--- src/verilog/soc_bus_pkg.sv ---
package soc_bus_pkg;

    // Bus widths, matching the CPU side
    localparam int addr_width = 64;
    localparam int data_width = 64;

    // 8 KB of 32-bit words
    localparam int mem_words = 2048;
    localparam int mem_index_width = 11;
    localparam logic [addr_width-1:0] mem_limit = 64'h2000;

    // Memory-mapped I/O registers
    localparam logic [addr_width-1:0] uart_addr = 64'h2000;
    localparam logic [addr_width-1:0] key_addr = 64'h2008;

    // UART transmit queue
    localparam int uart_depth = 4;
    localparam int uart_ptr_width = $clog2(uart_depth);
    localparam int uart_count_width = $clog2(uart_depth + 1);

    // Vector raised on a key press
    localparam logic [3:0] key_irq_vector = 4'd1;

    // Which target answered a request
    localparam logic [1:0] tgt_none = 2'd0;
    localparam logic [1:0] tgt_mem = 2'd1;
    localparam logic [1:0] tgt_io = 2'd2;

    // One memory word, seen whole or as bytes
    typedef union packed {
        logic [31:0] word;
        logic [3:0][7:0] bytes;
    } mem_word_u;

endpackage

--- src/verilog/bus_responder.sv ---
module bus_responder (
    input  logic                                    CLOCK_50,
    input  logic                                    KEY0,
    // Request side
    input  logic                                    req_valid,
    input  logic                                    req_write,
    output logic                                    req_ready,
    input  logic [soc_bus_pkg::addr_width-1:0]      req_addr,
    input  logic [soc_bus_pkg::data_width-1:0]      req_wdata,
    // Response side
    output logic                                    resp_valid,
    output logic [soc_bus_pkg::data_width-1:0]      resp_rdata,
    input  logic                                    resp_ready,
    // Memory target
    output logic                                    mem_en,
    output logic                                    mem_write,
    output logic [soc_bus_pkg::mem_index_width-1:0] mem_index,
    output logic [31:0]                             mem_wdata,
    input  logic [31:0]                             mem_rdata,
    // I/O target
    output logic                                    io_en,
    output logic                                    io_write,
    output logic                                    io_is_key,
    output logic [soc_bus_pkg::data_width-1:0]      io_wdata,
    input  logic [soc_bus_pkg::data_width-1:0]      io_rdata
);
    import soc_bus_pkg::*;

    logic accept;
    logic hit_io;
    logic hit_mem;
    logic [1:0] sel_q;
    logic wr_q;
    logic first_q;
    logic [data_width-1:0] merged;
    logic [data_width-1:0] rdata_q;

    // Only one request in flight
    assign req_ready = !resp_valid || resp_ready;
    assign accept = req_valid && req_ready;

    assign hit_io = (req_addr == key_addr) || (req_addr == uart_addr);
    assign hit_mem = (req_addr < mem_limit);

    assign mem_en = accept && hit_mem;
    assign mem_write = req_write;
    assign mem_index = req_addr[12:2];
    assign mem_wdata = req_wdata[31:0];

    assign io_en = accept && hit_io;
    assign io_write = req_write;
    assign io_is_key = (req_addr == key_addr);
    assign io_wdata = req_wdata;

    always_ff @(posedge CLOCK_50 or negedge KEY0) begin
        if (!KEY0) begin
            resp_valid <= 1'b0;
            first_q <= 1'b0;
            sel_q <= tgt_none;
            wr_q <= 1'b0;
        end else begin
            first_q <= accept;
            if (accept) begin
                resp_valid <= 1'b1;
                wr_q <= req_write;
                sel_q <= hit_io ? tgt_io : (hit_mem ? tgt_mem : tgt_none);
            end else if (resp_ready) begin
                resp_valid <= 1'b0;
            end
        end
    end

    // Writes and unmapped reads answer zero
    always_comb begin
        merged = '0;
        if (!wr_q) begin
            case (sel_q)
                tgt_mem: merged = data_width'(mem_rdata);
                tgt_io: merged = io_rdata;
                default: merged = '0;
            endcase
        end
    end

    // Hold the merged word while the master stalls
    always_ff @(posedge CLOCK_50) begin
        if (first_q) begin
            rdata_q <= merged;
        end
    end

    assign resp_rdata = first_q ? merged : rdata_q;

endmodule

--- config.mk ---
export PLATFORM = sky130hd
export DESIGN_NAME = bus_responder
export DESIGN_NICKNAME = d
export VERILOG_FILES = /design/src/verilog/soc_bus_pkg.sv /design/src/verilog/bus_responder.sv
export SDC_FILE = /design/constraint.sdc
export NUM_CORES = 1
export LEC_CHECK = 0
export BUFFER_PORTS_ARGS = -buffer_cell sky130_fd_sc_hd__buf_4
export CAP_MARGIN = 20
export CORE_AREA = 3 3 157 159
export DETAILED_ROUTE_END_ITERATION = 8
export DIE_AREA = 0 0 160 162
export SLEW_MARGIN = 20
export SYNTH_ARGS = -nofsm -noshare
export SYNTH_HDL_FRONTEND = slang
export SYNTH_SLANG_ARGS = --single-unit
--- constraint.sdc ---
create_clock -name CLOCK_50 -period 2.5 [get_ports CLOCK_50]
set_input_delay 0.125 -clock CLOCK_50 [delete_from_list [all_inputs] [get_ports CLOCK_50]]
set_output_delay 0.125 -clock CLOCK_50 [all_outputs]
set_load 0.01 [all_outputs]
Word-level counts from Yosys, hierarchy flattened
Index checks and enable logic that the tools add are counted.

word-level totals
  flip-flop bits (word level) = 69
  latch bits = 0
  bits in writable memories = 0
  bits in read-only memories = 0
  bits of input ports = 229
  output and inout port bits = 178
  word-level logic and storage cells = 24
  memories = 0

cells by class
  add/subtract/negate cells = 0
  $mul = 0
  div/mod/pow operators = 0
  $lt $le $gt $ge = 1
  equal/unequal tests = 4
  shift-type cells = 0
  mux-type cells = 7
  bitwise gates (word level) = 0
  reductions and logical operators = 7

operators by type and width
  operator                                                number
  equality test 64 x 14 -> 1 bit (second input constant)  2
  2-to-1 mux 64 bit                                       2
  one-hot mux 64 bit (2 select lines)                     1
  < comparator 64 x 14 -> 1 bit (second input constant)   1
  logical AND 1 bit                                       3
  2-to-1 mux 1 bit                                        3
  equality test 2 x 1 -> 1 bit (second input constant)    1
  equality test 2 bit (second input constant)             1
  logical OR 1 bit                                        2
  2-to-1 mux 2 bit                                        1
  nonzero test 2 bit                                      1
  zero test 1 bit                                         1

Depth between registers and ports, before layout
  depth after elaboration = 4
  gate-level depth with buffers = 8
  mapped depth without buffers = 5

Worst setup path before layout
OpenSTA, ideal clock, no wires.

  kind = reg2out
  start = reg sel_q[0]
  end = out resp_rdata[10] (netlist bit)
  arrival = 1.697 ns
  required time = 2.375 ns
  slack = 0.678 ns
  stages on the path, launching flop included = 7
  path buffers = 2
  path through = dfrtp_1 inv_1 ha_1 or3b_2 clkbuf_1 clkbuf_1 o22ai_1

on the way
  cells in the longest elaborated chain, start to end = 4
  elaborated cells on any way between the ends = 5
  those cells by class = eq/ne: 2; mux: 3

RTL lines
  element                                                              line                 RTL
  start, declared                                                      bus_responder.sv:32  logic [1:0] sel_q;
  start signal, assigned                                               bus_responder.sv:59  sel_q <= tgt_none;
  start signal, assigned                                               bus_responder.sv:66  sel_q <= hit_io ? tgt_io : (hit_mem ? tgt_mem : tgt_none);
  equality test 2 bit or equality test 2 x 1 -> 1 bit (tied branches)  bus_responder.sv:77  case (sel_q)
  one-hot mux 64 bit (2 select lines) (*)                              bus_responder.sv:77
  2-to-1 mux 64 bit (*)                                                bus_responder.sv:76  if (!wr_q) begin
  2-to-1 mux 64 bit (*)                                                --
  end, declared                                                        bus_responder.sv:12  output logic [soc_bus_pkg::data_width-1:0] resp_rdata,

Every way passes the cells marked *; elsewhere a longest branch is shown, timed or not.

Final worst setup path
  start = reg sel_q[0]
  end = out resp_rdata[9] (netlist bit)

The elaborated chain is that of the path after synthesis.

==> flow_metrics.py <==
metrics = {
    "hold_path": {
        "hold_depth": 2,
        "min_from": "req_valid",
        "hp-class": "input pin to flip-flop",
        "min_to": "resp_valid$_DFFE_PN0P_",
    },
    "final_layout": {
        "final_nets": 799,
        "layout_commonest_cell": "buf_4",
        "regArea_sq_um": 1410,
        "diodes": 0,
        "post-route-util_pct": 22.5,
        "multi_input_area_sq_um": 987,
        "fillers": 2628,
        "syn2layout_area_growth_pct": 48.5,
        "drive_gt1_share_pct": 47.5,
        "final_cell_mix": "buf_4 (251), inv_1 (67), dfxtp_1 (64)",
    },
    "grt": {
        "grt_max_degree": 49,
        "grt_pass1_vias": 3169,
        "grt_overflow": 0,
        "grt.total_usage_pct": 11.4,
        "antenna_found_initial": 0,
        "grt_pass1_wl_mm": 21.6,
    },
    "job": {
        "max_cap_violations": 0,
    },
    "power_and_ir_drop": {
        "internal-power_mw": 2.09,
        "power_density_nw_per_um2": 509,
        "peakVddDrop_uv": 259,
        "seqPwrFrac_pct": 41.4,
        "combPwrFrac_pct": 10.5,
        "clkPwrFrac_pct": 48.1,
        "switching_share_pct": 21.9,
        "p_leak_nw": 2.18,
        "power.switching_mw": 0.588,
    },
    "yosys": {
        "synth-adder-area-share_pct": 0.706,
        "syn_area_sq_um": 3540,
        "synth-simple-area-share_pct": 9.28,
        "synth_compound_area_share_pct": 17.5,
        "synth.area.mux_share_pct": 0.318,
        "yosysTopAreaCell": "dfxtp_1",
        "synth_warnings": 0,
        "synth-xor-area-share_pct": 0,
        "syn_area_per_cell_sq_um": 8.17,
        "netlist_instances": 434,
        "seq_area_frac_synth_pct": 39.7,
        "synth.area.top_cells": "dfxtp_1 (36%), buf_4 (23%), inv_1 (7.1%)",
        "synth_top_family_by_area": "buffers and inverters",
        "syn-num-nets": 665,
        "ys_seq_elements": 69,
        "synth_top_area_share_pct": 36.1,
        "ys_types": 26,
    },
    "clock_network": {
        "clkLatencyLatePin_ns": 0.34,
        "cts_tree": "built",
        "cts.sinks": 69,
        "cts_made_buffers": 9,
        "cts-htree-levels": 3,
        "clkSlewWorstSetupHoldPaths_ns": 0.06,
        "post-cts-setup-buffer-count": 0,
        "cts_root_buf": "clkbuf_16",
        "cts.path.max_buffers": 2,
    },
    "critical_path": {
        "crit_path_end_kind": "output port",
        "critical_path_class": "flip-flop to output port",
        "worst-endpoint-required_ns": 2.38,
        "regToRegStartpoint": "sel_q[0]$_DFFE_PN0P_",
        "crit_path_start_kind": "flip-flop",
        "path_max_fanout": 32,
        "critPathMaxStageDelay_ns": 0.62,
        "r2r_cells": 4,
        "crit_slowest_cell": "or3b_4",
        "r2r_end": "rdata_q[25]$_DFF_P_",
        "crit_chain": "inv_1, ha_1, or3b_4, o22ai_1, buf_4",
        "worstPathArrival_ns": 2.09,
        "r2r_setup_slack_ns": 0.82,
    },
    "timing": {
        "skew_ns": 0.0110,
        "tightest_slew_ns": 0.513,
        "rsz0062_at_grt": "false",
        "setup_viol": 0,
        "timing.final.crit_share_pct": 88.4,
        "period_minus_slack_ns": 2.21,
        "slew_viol_final": 0,
        "max_freq_mhz": 452,
        "maxSlewHeadroom_pct": 65.8,
        "setup_tns_ns": 0,
        "final-hold-violation-count": 0,
    },
    "die": {
        "die_area_sq_um": 25900,
        "die_h_microns": 162,
        "core_sq_um": 23400,
        "rows": 56,
        "die_x_microns": 160,
        "ios": 407,
        "start_util_pct": 15.1,
    },
    "route": {
        "drc_errors": 0,
        "post_drt_wl_per_cell_microns": 17.7,
        "drtIter0Drc": 149,
        "vias": 3239,
        "first_pass_iters": 4,
        "routed_via_density": 3.63,
        "ant_nets": 0,
        "routed_wl_mm": 15.8,
    },
    "outcome": {
        "status": "completed",
    },
    "place": {
        "place.gp.congestion": 0.811,
        "dpl.hpwl_mm": 12.9,
        "portBuffers": 246,
    },
}
## per-layer routing
layer | global-route usage, % | vias to the layer above | share of wire [%]
li1 | - | 1593 | -
met1 | 11.1 | 1386 | 33
met2 | 19.6 | 241 | 51
met3 | 7.27 | 19 | 14
met4 | 4.06 | 0 | 2.2
met5 | 0.189 | - | 0
## worst max-delay path, delay by kind of cell, from the launching register on
family / cells / cell delay (ns)
AO/OA/AOI/OAI: 1 / 0.26
adder cells (fa/ha/maj): 1 / 0.28
buffers and inverters: 2 / 0.22
flip-flops: 1 / 0.37
AND/OR/NAND/NOR: 1 / 0.62
## cell families (layout without fill, tap and decap cells)
logic type / Yosys count / in the layout
multiplexers: 1 / 1
AND/OR/NAND/NOR: 66 / 66
buffers and inverters: 198 / 337
flip-flops: 69 / 69
adder cells (fa/ha/maj): 2 / 2
AO/OA/AOI/OAI: 98 / 98
## state kept, by name, indices dropped and copies added, names as in the netlist
signal and cells:
wr_q 1, rdata_q 64, first_q 1, sel_q 2
resp_valid 1
## power groups by stage
stage               combinational, mW  sequential, mW  clock [mW]
floorplan                       0.210            1.13           0
global placement                0.280            1.13           0
detailed placement              0.282            1.13           0
CTS                             0.286            1.11        1.35
global route                    0.303            1.11        1.38
finish                          0.282            1.11        1.29
## synth_stat cells
| library cell | n |
|---|---|
| buf_4 | 109 |
| and4_1 | 1 |
| or3b_2 | 1 |
| o31ai_2 | 1 |
| dfrtp_1 | 5 |
| o22ai_1 | 33 |
| o21ai_1 | 4 |
| a22oi_1 | 32 |
| and3b_1 | 1 |
| nor4b_1 | 1 |
| nor4_1 | 12 |
| nand3_1 | 2 |
| nor2_1 | 4 |
| nand2_1 | 36 |
| buf_2 | 1 |
| nand2b_1 | 2 |
| dfxtp_1 | 64 |
| nand4_1 | 2 |
| o21ai_0 | 28 |
| nor3_1 | 2 |
| ha_1 | 2 |
| mux2_2 | 1 |
| or4_4 | 1 |
| inv_1 | 67 |
| clkbuf_1 | 21 |
| nor4_2 | 1 |
## timing repair
item | CTS | global route
endpoints found under the setup margin | 22 | 0
resized for setup | 1 | 0
endpoints found under the hold margin | 6 | 0
hold buffers | 2 | 0
## how the worst max path moves through the flow
stage | start | cells after the start | to
after floorplan | sel_q[0]$_DFFE_PN0P_ | 6 | resp_rdata[10]
final | sel_q[0]$_DFFE_PN0P_ | 5 | resp_rdata[9]
after detailed placement | req_addr[58] | 6 | mem_en
after global placement | req_addr[58] | 6 | mem_en
after global routing | sel_q[0]$_DFFE_PN0P_ | 5 | resp_rdata[30]
after CTS | sel_q[0]$_DFFE_PN0P_ | 5 | resp_rdata[9]
## per-stage QoR
stage                     area, sq um  power (mW)  worst slack, ns  hold slack [ns]  cells
after floorplan                  3540        1.34            0.678           -0.171    434
after global placement           4950        1.41            0.190          -0.0665    874
after detailed placement         4950        1.42            0.273          -0.0658    874
after CTS                        5260        2.75            0.240          0.00162    892
after global routing             5260        2.80            0.137          0.00454    892
final                            5260        2.68            0.290           0.0186    892
## area by class of cell
type	instances	area share (%)
timing repair buffer	254	36.6
sequential	69	26.7
multi-input combinational	167	18.8
tap	319	7.58
inverter	67	4.78
clock buffer	12	4.68
clock inverter	4	0.903
No activity file was read; power rests on OpenSTA's default activity.
