## src/verilog/soc_bus_pkg.sv

```systemverilog
package soc_bus_pkg;

    // Bus widths, matching the CPU side
    localparam int addr_width = 64;
    localparam int data_width = 64;

    // 8 KB of 32-bit words
    localparam int mem_words = 2048;
    localparam int mem_index_width = 11;
    localparam logic [addr_width-1:0] mem_limit = 64'h2000;

    // Memory-mapped I/O registers
    localparam logic [addr_width-1:0] uart_addr = 64'h2000;
    localparam logic [addr_width-1:0] key_addr = 64'h2008;

    // UART transmit queue
    localparam int uart_depth = 4;
    localparam int uart_ptr_width = $clog2(uart_depth);
    localparam int uart_count_width = $clog2(uart_depth + 1);

    // Vector raised on a key press
    localparam logic [3:0] key_irq_vector = 4'd1;

    // Which target answered a request
    localparam logic [1:0] tgt_none = 2'd0;
    localparam logic [1:0] tgt_mem = 2'd1;
    localparam logic [1:0] tgt_io = 2'd2;

    // One memory word, seen whole or as bytes
    typedef union packed {
        logic [31:0] word;
        logic [3:0][7:0] bytes;
    } mem_word_u;

endpackage

```

## src/verilog/io_block.sv

```systemverilog
module io_block (
    input  logic                               CLOCK_50,
    input  logic                               KEY0,
    // Bus side
    input  logic                               io_en,
    input  logic                               io_write,
    input  logic                               io_is_key,
    input  logic [soc_bus_pkg::data_width-1:0] io_wdata,
    output logic [soc_bus_pkg::data_width-1:0] io_rdata,
    // Decoded keyboard stream
    input  logic                               key_valid,
    input  logic [7:0]                         key_code,
    output logic                               key_ready,
    // Interrupt
    output logic [3:0]                         irq_vector,
    input  logic                               irq_ack,
    // UART transmit stream
    output logic                               uart_valid,
    output logic [7:0]                         uart_data,
    input  logic                               uart_ready
);
    import soc_bus_pkg::*;

    logic [7:0] key_q;
    logic [7:0] uart_queue [uart_depth];
    logic [uart_ptr_width-1:0] wr_ptr;
    logic [uart_ptr_width-1:0] rd_ptr;
    logic [uart_count_width-1:0] uart_count;
    logic uart_push;
    logic uart_pop;

    // Keyboard is never stalled
    assign key_ready = 1'b1;

    // Last key code and one-shot interrupt
    always_ff @(posedge CLOCK_50 or negedge KEY0) begin
        if (!KEY0) begin
            key_q <= '0;
            irq_vector <= '0;
        end else begin
            if (irq_vector != '0 && irq_ack) begin
                irq_vector <= '0;
            end
            if (key_valid && key_ready) begin
                key_q <= key_code;
                // A zero code only updates the register
                if (key_code != 8'd0) begin
                    irq_vector <= key_irq_vector;
                end
            end
        end
    end

    // Full queue drops the byte
    assign uart_push = io_en && io_write && !io_is_key &&
                       (uart_count != uart_count_width'(uart_depth));
    assign uart_pop = uart_valid && uart_ready;

    assign uart_valid = (uart_count != '0);
    assign uart_data = uart_queue[rd_ptr];

    always_ff @(posedge CLOCK_50) begin
        if (uart_push) begin
            uart_queue[wr_ptr] <= io_wdata[7:0];
        end
    end

    always_ff @(posedge CLOCK_50 or negedge KEY0) begin
        if (!KEY0) begin
            wr_ptr <= '0;
            rd_ptr <= '0;
            uart_count <= '0;
        end else begin
            if (uart_push) begin
                wr_ptr <= (wr_ptr == uart_ptr_width'(uart_depth - 1)) ? '0 : wr_ptr + 1'b1;
            end
            if (uart_pop) begin
                rd_ptr <= (rd_ptr == uart_ptr_width'(uart_depth - 1)) ? '0 : rd_ptr + 1'b1;
            end
            case ({uart_push, uart_pop})
                2'b10: uart_count <= uart_count + 1'b1;
                2'b01: uart_count <= uart_count - 1'b1;
                default: uart_count <= uart_count;
            endcase
        end
    end

    // Read data: key code, or UART fill count
    always_ff @(posedge CLOCK_50) begin
        if (io_en) begin
            if (io_is_key) begin
                io_rdata <= data_width'(key_q);
            end else begin
                io_rdata <= data_width'(uart_count);
            end
        end
    end

endmodule

```

## config.mk

```make
export PLATFORM = sky130hd
export DESIGN_NAME = io_block
export DESIGN_NICKNAME = d
export VERILOG_FILES = /design/src/verilog/soc_bus_pkg.sv /design/src/verilog/io_block.sv
export SDC_FILE = /design/constraint.sdc
export NUM_CORES = 1
export LEC_CHECK = 0
export ABC_AREA = 1
export BUFFER_PORTS_ARGS = -buffer_cell sky130_fd_sc_hd__buf_2
export CORE_UTILIZATION = 40
export CTS_CLUSTER_SIZE = 20
export DETAILED_ROUTE_END_ITERATION = 10
export PLACE_DENSITY = 0.79
export SYNTH_ARGS = -nofsm -noshare
export SYNTH_HDL_FRONTEND = slang
export SYNTH_SLANG_ARGS = --single-unit
```

## constraint.sdc

```tcl
create_clock -name CLOCK_50 -period 3.1 [get_ports CLOCK_50]
set_clock_uncertainty 0.2 [all_clocks]
set_input_delay 0.155 -clock CLOCK_50 [delete_from_list [all_inputs] [get_ports CLOCK_50]]
set_output_delay 0.155 -clock CLOCK_50 [all_outputs]
set_load 0.02 [all_outputs]
```

==> After elaboration in Yosys (flattened, before gate mapping) <==
Memory sizes are Yosys's and may differ from the RTL's.
Index checks and enable logic that the tools add are counted.
{ "op_classes": {"addsub": 4, "muxes": 9, "n_reduce_logical": 10, "eq_ne": 5} }
{ "ops": {"columns": ["operator", "count"], "rows": [
  ["4-bit 2-to-1 mux", 3],
  ["8-bit nonzero test", 1],
  ["2-bit == test, second input constant", 3],
  ["3-bit case mux with 2 select lines", 1],
  ["1-bit logical AND", 5],
  ["2-bit by 1-bit adder with 2-bit output, second input constant", 2],
  ["2-bit 2-to-1 mux", 2],
  ["4-bit nonzero test", 1],
  ["3-bit by 1-bit adder with 3-bit output, second input constant", 1],
  ["3-bit 2-to-1 mux", 1],
  ["3-bit inequality test, second input constant", 1],
  ["3-bit nonzero test", 1],
  ["3-bit by 1-bit subtractor with 3-bit output, second input constant", 1],
  ["2-bit by 1-bit == test with 1-bit output, second input constant", 1],
  ["1-bit 2-to-1 mux", 2],
  ["2-bit nonzero test", 1],
  ["1-bit zero test", 1]
]} }
{ "totals": {"memories": 1, "wordCells": 36, "in_bits": 80, "ramBits": 32, "reg_bits": 83} }
{ "mem_list": {"columns": ["name", "depth", "width", "rd", "rd_ports_with_merged_regs", "wr", "line", "rtl"], "rows": [
  ["uart_queue", 4, 8, 1, 0, 1, "io_block.sv:25", "logic [7:0] uart_queue [uart_depth];"]
]} }

==> Logic depth before layout (Yosys ltp) <==
{ "depth": {"depth_word": 5, "mapped_depth": 11, "mapped_depth_nobuf": 11} }

==> Worst setup path after synthesis <==
OpenSTA, ideal clock, no wires.
{ "synth_timing": {"path_type": "flip-flop to flip-flop", "start": "register uart_count[1]", "end": "register uart_count[2]", "arrival_ns": 1.585, "setup_ns": 0.123, "n_path_buf": 0, "stages_incl_launch_ff": 10, "slack_ns": 1.192, "path_cell_list": "dfrtp_1 > inv_1 > nand3_2 > nand2_2 > ha_1 > inv_1 > fa_1 > nand2_1 > nand3_1 > xor2_1"} }
{ "synth_between": {"elab_chain_cells": 4} }
{ "synth_rtl": {"columns": ["element", "line", "rtl"], "rows": [
  ["start: declaration", "io_block.sv:28", "logic [uart_count_width-1:0] uart_count;"],
  ["start signal: assignment", "io_block.sv:81", "2'b10: uart_count <= uart_count + 1'b1;"],
  ["start signal: assignment", "io_block.sv:82", "2'b01: uart_count <= uart_count - 1'b1;"],
  ["start signal: assignment", "io_block.sv:83", "default: uart_count <= uart_count;"],
  ["3-bit inequality test / 3-bit nonzero test (equally long branches)", "io_block.sv:56, io_block.sv:59", null],
  ["1-bit logical AND (on tied branches)", "io_block.sv:55, io_block.sv:57", null],
  ["2-bit by 1-bit == test with 1-bit output / 2-bit == test (equally long branches)", "io_block.sv:80", "case ({uart_push, uart_pop})"],
  ["3-bit case mux with 2 select lines / 2-bit nonzero test (equally long branches)", null, null]
]} }
Several ways; a longest one is shown, not always the timed one.
A chain may end at the register's enable or synchronous reset.

==> Final worst setup path <==
{ "layout_timing": {"start": "input port io_en", "end": "memory uart_queue[3][1], enable pin"} }
{ "layout_between": {"elab_chain_cells": 5} }
{ "layout_rtl": {"columns": ["element", "line", "rtl"], "rows": [
  ["start: declaration", "io_block.sv:5", "input logic io_en,"],
  ["1-bit logical AND (3 in series)", "io_block.sv:55", "assign uart_push = io_en && io_write && !io_is_key &&"],
  ["1-bit 2-to-1 mux", "io_block.sv:63", "if (uart_push) begin"],
  ["1-bit 2-to-1 mux (implied by the code)", "io_block.sv:64", "uart_queue[wr_ptr] <= io_wdata[7:0];"],
  ["end: declaration", "io_block.sv:25", null]
]} }
Every way passes these cells.

==> summary by stage <==
Min path
The worst min-delay path category is in2reg. The endpoint with the worst hold slack is wr_ptr[1]$_DFFE_PN0P_. Counting instances, the worst hold path has a depth of 5. The launch instance of the worst min-delay path is io_write.

Cells and area
The finished layout holds 451 standard cells, fillers aside. In the final layout, flip-flops and latches occupy 0.001677 mm². The filler cells instantiated in the layout total 621.

In the final design database the tool counted 435 nets. 0 antenna diodes ended up in the layout. The area growth from synthesis to layout is 16.33%. In the final layout, the share of cells above drive strength 1 is 22.73%.

Summing all multi-input logic gate instances after layout gives 918.4 µm².

Clocking
The root buffer cell is clkbuf_8. Once the clock tree was built, the resizer swapped 0 gates to a different size. The number of hold buffers added after CTS was 28. The clock buffer count from CTS is 9.

For the worst-skew pair, the clock arrives at the later sink with an insertion delay of 0.33 ns. The maximum root-to-sink buffer count is 2. The number of setup buffers added after CTS is 0. TritonCTS built the clock tree. The clock sink count is 59. Clock-pin slew was measured on the worst setup and hold paths at 0.06 ns.

The total number of H-tree levels is 3.

STA
The max-slew violation count was 0. The final critical delay including setup and external delays is 2.183 ns. The final setup violation count is 0. The worst path uses 70.43% of the clock period. The transition time of the tightest slew-check pin is 0.8062 ns. Setup repair after global routing left no endpoint under its margin. The headroom to the max-slew limit is 46.05%. Timing would allow up to 458.0 MHz. The final number of hold-violating endpoints is 0. Adding up every negative setup slack in the final design gives 0 ns.

Route
After detailed routing, the number of vias per cell comes to 4.279. The detail route stage leaves a number of antenna-violating nets equal to 0. For this run, the detailed router's first-pass iteration total came to 5. The overall routed net length is 5369 µm. The detailed router finished its first iteration with 163 violations.

The count of vias placed by the detailed router is 1930. After detailed routing, the number of remaining DRC violations is 0. After detailed routing, the average wire length per cell comes to 11.90 µm.

Synthesis
The share of Yosys cell area claimed by the top area cell type is 40.40%. The flip-flop and latch count after synthesis is 59. The commonest cells after synthesis are buf_4 (58), nand2_1 (50), edfxtp_1 (40), nor2_1 (22). The number of instances in the synthesized netlist is 273. The count of flip-flops with a built-in enable after synthesis is 40. The cell accounting for the most synthesized area is edfxtp_1. Ranked by total cell area, the synthesized netlist is headed by edfxtp_1 (40%), dfrtp_1 (16%), buf_4 (15%), nand2_1 (6.3%), o22ai_2 (3.4%). For this run, asynchronously set or reset flops after synthesis account for 32.20%. The number of distinct library cell variants in the gate-level netlist after synthesis is 25. The synthesis warning total is 0. The top flip-flop cell by instance count after synthesis is edfxtp_1. The sequential cell area fraction in the yosys report is 56.40%. The post-synthesis average cell area is 10.89 µm². The synthesized area is 0.002973 mm². The library cell with the highest instance count after synthesis is buf_4.

Placement
The number of buffers added on ports is 44. The placed cell count is 408. The half-perimeter wire length after detailed placement is 3302 µm. The congestion estimate from routability-driven global placement came to 0.8075.

Floorplanning
The floorplan step defined a die boundary enclosing 0.007781 mm². The die span in y is 88.21 µm. The core footprint is 0.007214 mm².

Pin placement for this block handled 158 I/O pins. The initial cell density of the core is 41.21%. Row generation in the floorplan step produced 31 rows. From left edge to right edge, the die measures 88.21 µm.

Setup path
Data on the critical path is required at its endpoint by 2.85 ns. The cell depth of the worst flop-to-flop path is 9. For the worst setup path, the data arrival time is 1.93 ns. The startpoint of the most critical register-to-register path is uart_count[1]$_DFFE_PN0P_.

The internal reg-to-reg setup slack is 1.00 ns. STA classifies the critical path endpoint as a register. The largest driver fanout on the critical path is 9. The worst setup path is of the in2reg kind. The capturing point of the worst reg2reg path is uart_count[2]$_DFFE_PN0P_. The kind of launch point of the worst setup path is an input port.

GRT
The first global-routing pass estimated 8507 µm of wire. The total routing usage reported by global routing is 14.82%. Entering global routing, the biggest net connects 21 pins. The number of global-route vias before repair was 1842. The total grt overflow is 0. The initial antenna violation count is 0.

Run status
The flow ran to the end, and the final reports show no timing, DRC or antenna violations.

Pwr
The switching share of total power is 37.61%. The power share of the combinational group is 34.5%. IR analysis of the VDD net gives a maximum drop of 0.2664 mV. For this design the static power due to leakage is 0.001585 µW. The internal cell power is 1504 µW. The power density over cell area is 697.2 mW/mm².

Sequential cells account for 43.3% of the total power. The clock network is responsible for 22.2% of the overall power. The net switching power figure is 906.9 µW.

Flow run
Across the run, the number of max-cap violations was 0.
cell type report:
type                    count  area share [%]
flip-flops and latches     59           48.48
well taps                  99           3.582
repair buffers             72           14.47
clock inverters             5          0.6151
multi-input cells         184           26.56
inverters                  22           2.605
clock buffers              10           3.690
layout by cell type (no fill, tap or decap), types with 2 or more instances in the layout:
cell	n
conb_1	57
nand2_1	50
buf_2	44
edfxtp_1	40
dlygate4sd3_1	28
nor2_1	22
inv_1	19
dfrtp_1	19
o21ai_0	18
clkbuf_8	9
nor2_2	8
o22ai_2	8
ha_1	6
o21ai_1	3
clkinv_1	3
inv_2	2
o21ai_2	2
nand3_2	2
nand2_2	2
nand3_1	2
clkinv_2	2
worst max-delay path by stage:
stage | startpoint | to | slack (ns) | cells after the start
finish | io_en | uart_queue[3][1]$_DFFE_PP_ | 0.92 | 6
detailed placement | uart_count[1]$_DFFE_PN0P_ | uart_count[2]$_DFFE_PN0P_ | 1.03 | 9
global placement | uart_count[1]$_DFFE_PN0P_ | uart_count[2]$_DFFE_PN0P_ | 1.09 | 9
CTS | io_en | uart_queue[3][1]$_DFFE_PP_ | 0.90 | 6
global route | io_en | uart_count[1]$_DFFE_PN0P_ | 0.72 | 9
floorplan | uart_count[1]$_DFFE_PN0P_ | uart_count[2]$_DFFE_PN0P_ | 1.19 | 9
layer usage:
layer | GRT usage [%] | routed length [µm]
met1 | 16.50 | 2042
met2 | 25.45 | 2894
met5 | 0 | 0
met3 | 3.638 | 269
met4 | 9.384 | 163
through the flow:
stage	worst slack [ns]	utilization (%)	instance area (µm²)	power (µW)	hold slack (ns)
after floorplan	1.192	-	3179	1760	-0.3406
after global routing	0.7233	47.94	3458	2569	0.04924
after global placement	1.093	41.99	3029	1823	-0.09495
after detailed placement	1.034	41.99	3029	1866	-0.08907
final	0.9166	47.94	3458	2411	0.02730
after CTS	0.8967	47.94	3458	2422	0.009343
cells by family (layout without fill, tap and decap cells):
logic type	Yosys count	count (layout)	synth area share, %
AND/OR/NAND/NOR	87	87	12.42
buffers and inverters	85	109	19.65
flip-flops	59	59	56.40
AO/OA/AOI/OAI	31	31	7.492
adder cells (fa/ha/maj)	7	7	3.199
other	2	57	0.2526
XOR/XNOR	2	2	0.5893
sequential cells by signal, summed over array words and instances, names as in the netlist:
name	cells
key_q	8
io_rdata	8
uart_count	3
uart_queue	32
irq_vector	4
wr_ptr	2
rd_ptr	2
power by group through the flow:
stage / Clock (µW) / Sequential [µW] / Combinational [µW]
final: 536 / 1040 / 831
after global routing: 578 / 1060 / 931
after CTS: 544 / 1040 / 835
after detailed placement: 0 / 1060 / 807
after global placement: 0 / 1050 / 770
after floorplan: 0 / 1010 / 747
worst max-delay path, stage by stage:
cell and delay (ns):
dlygate4sd3_1 0.52, buf_2 0.21, nand2_1 0.09, nor2_1 0.16, nand2_2 0.15, nor2_1 0.64
No activity file was read; power rests on OpenSTA's default activity.
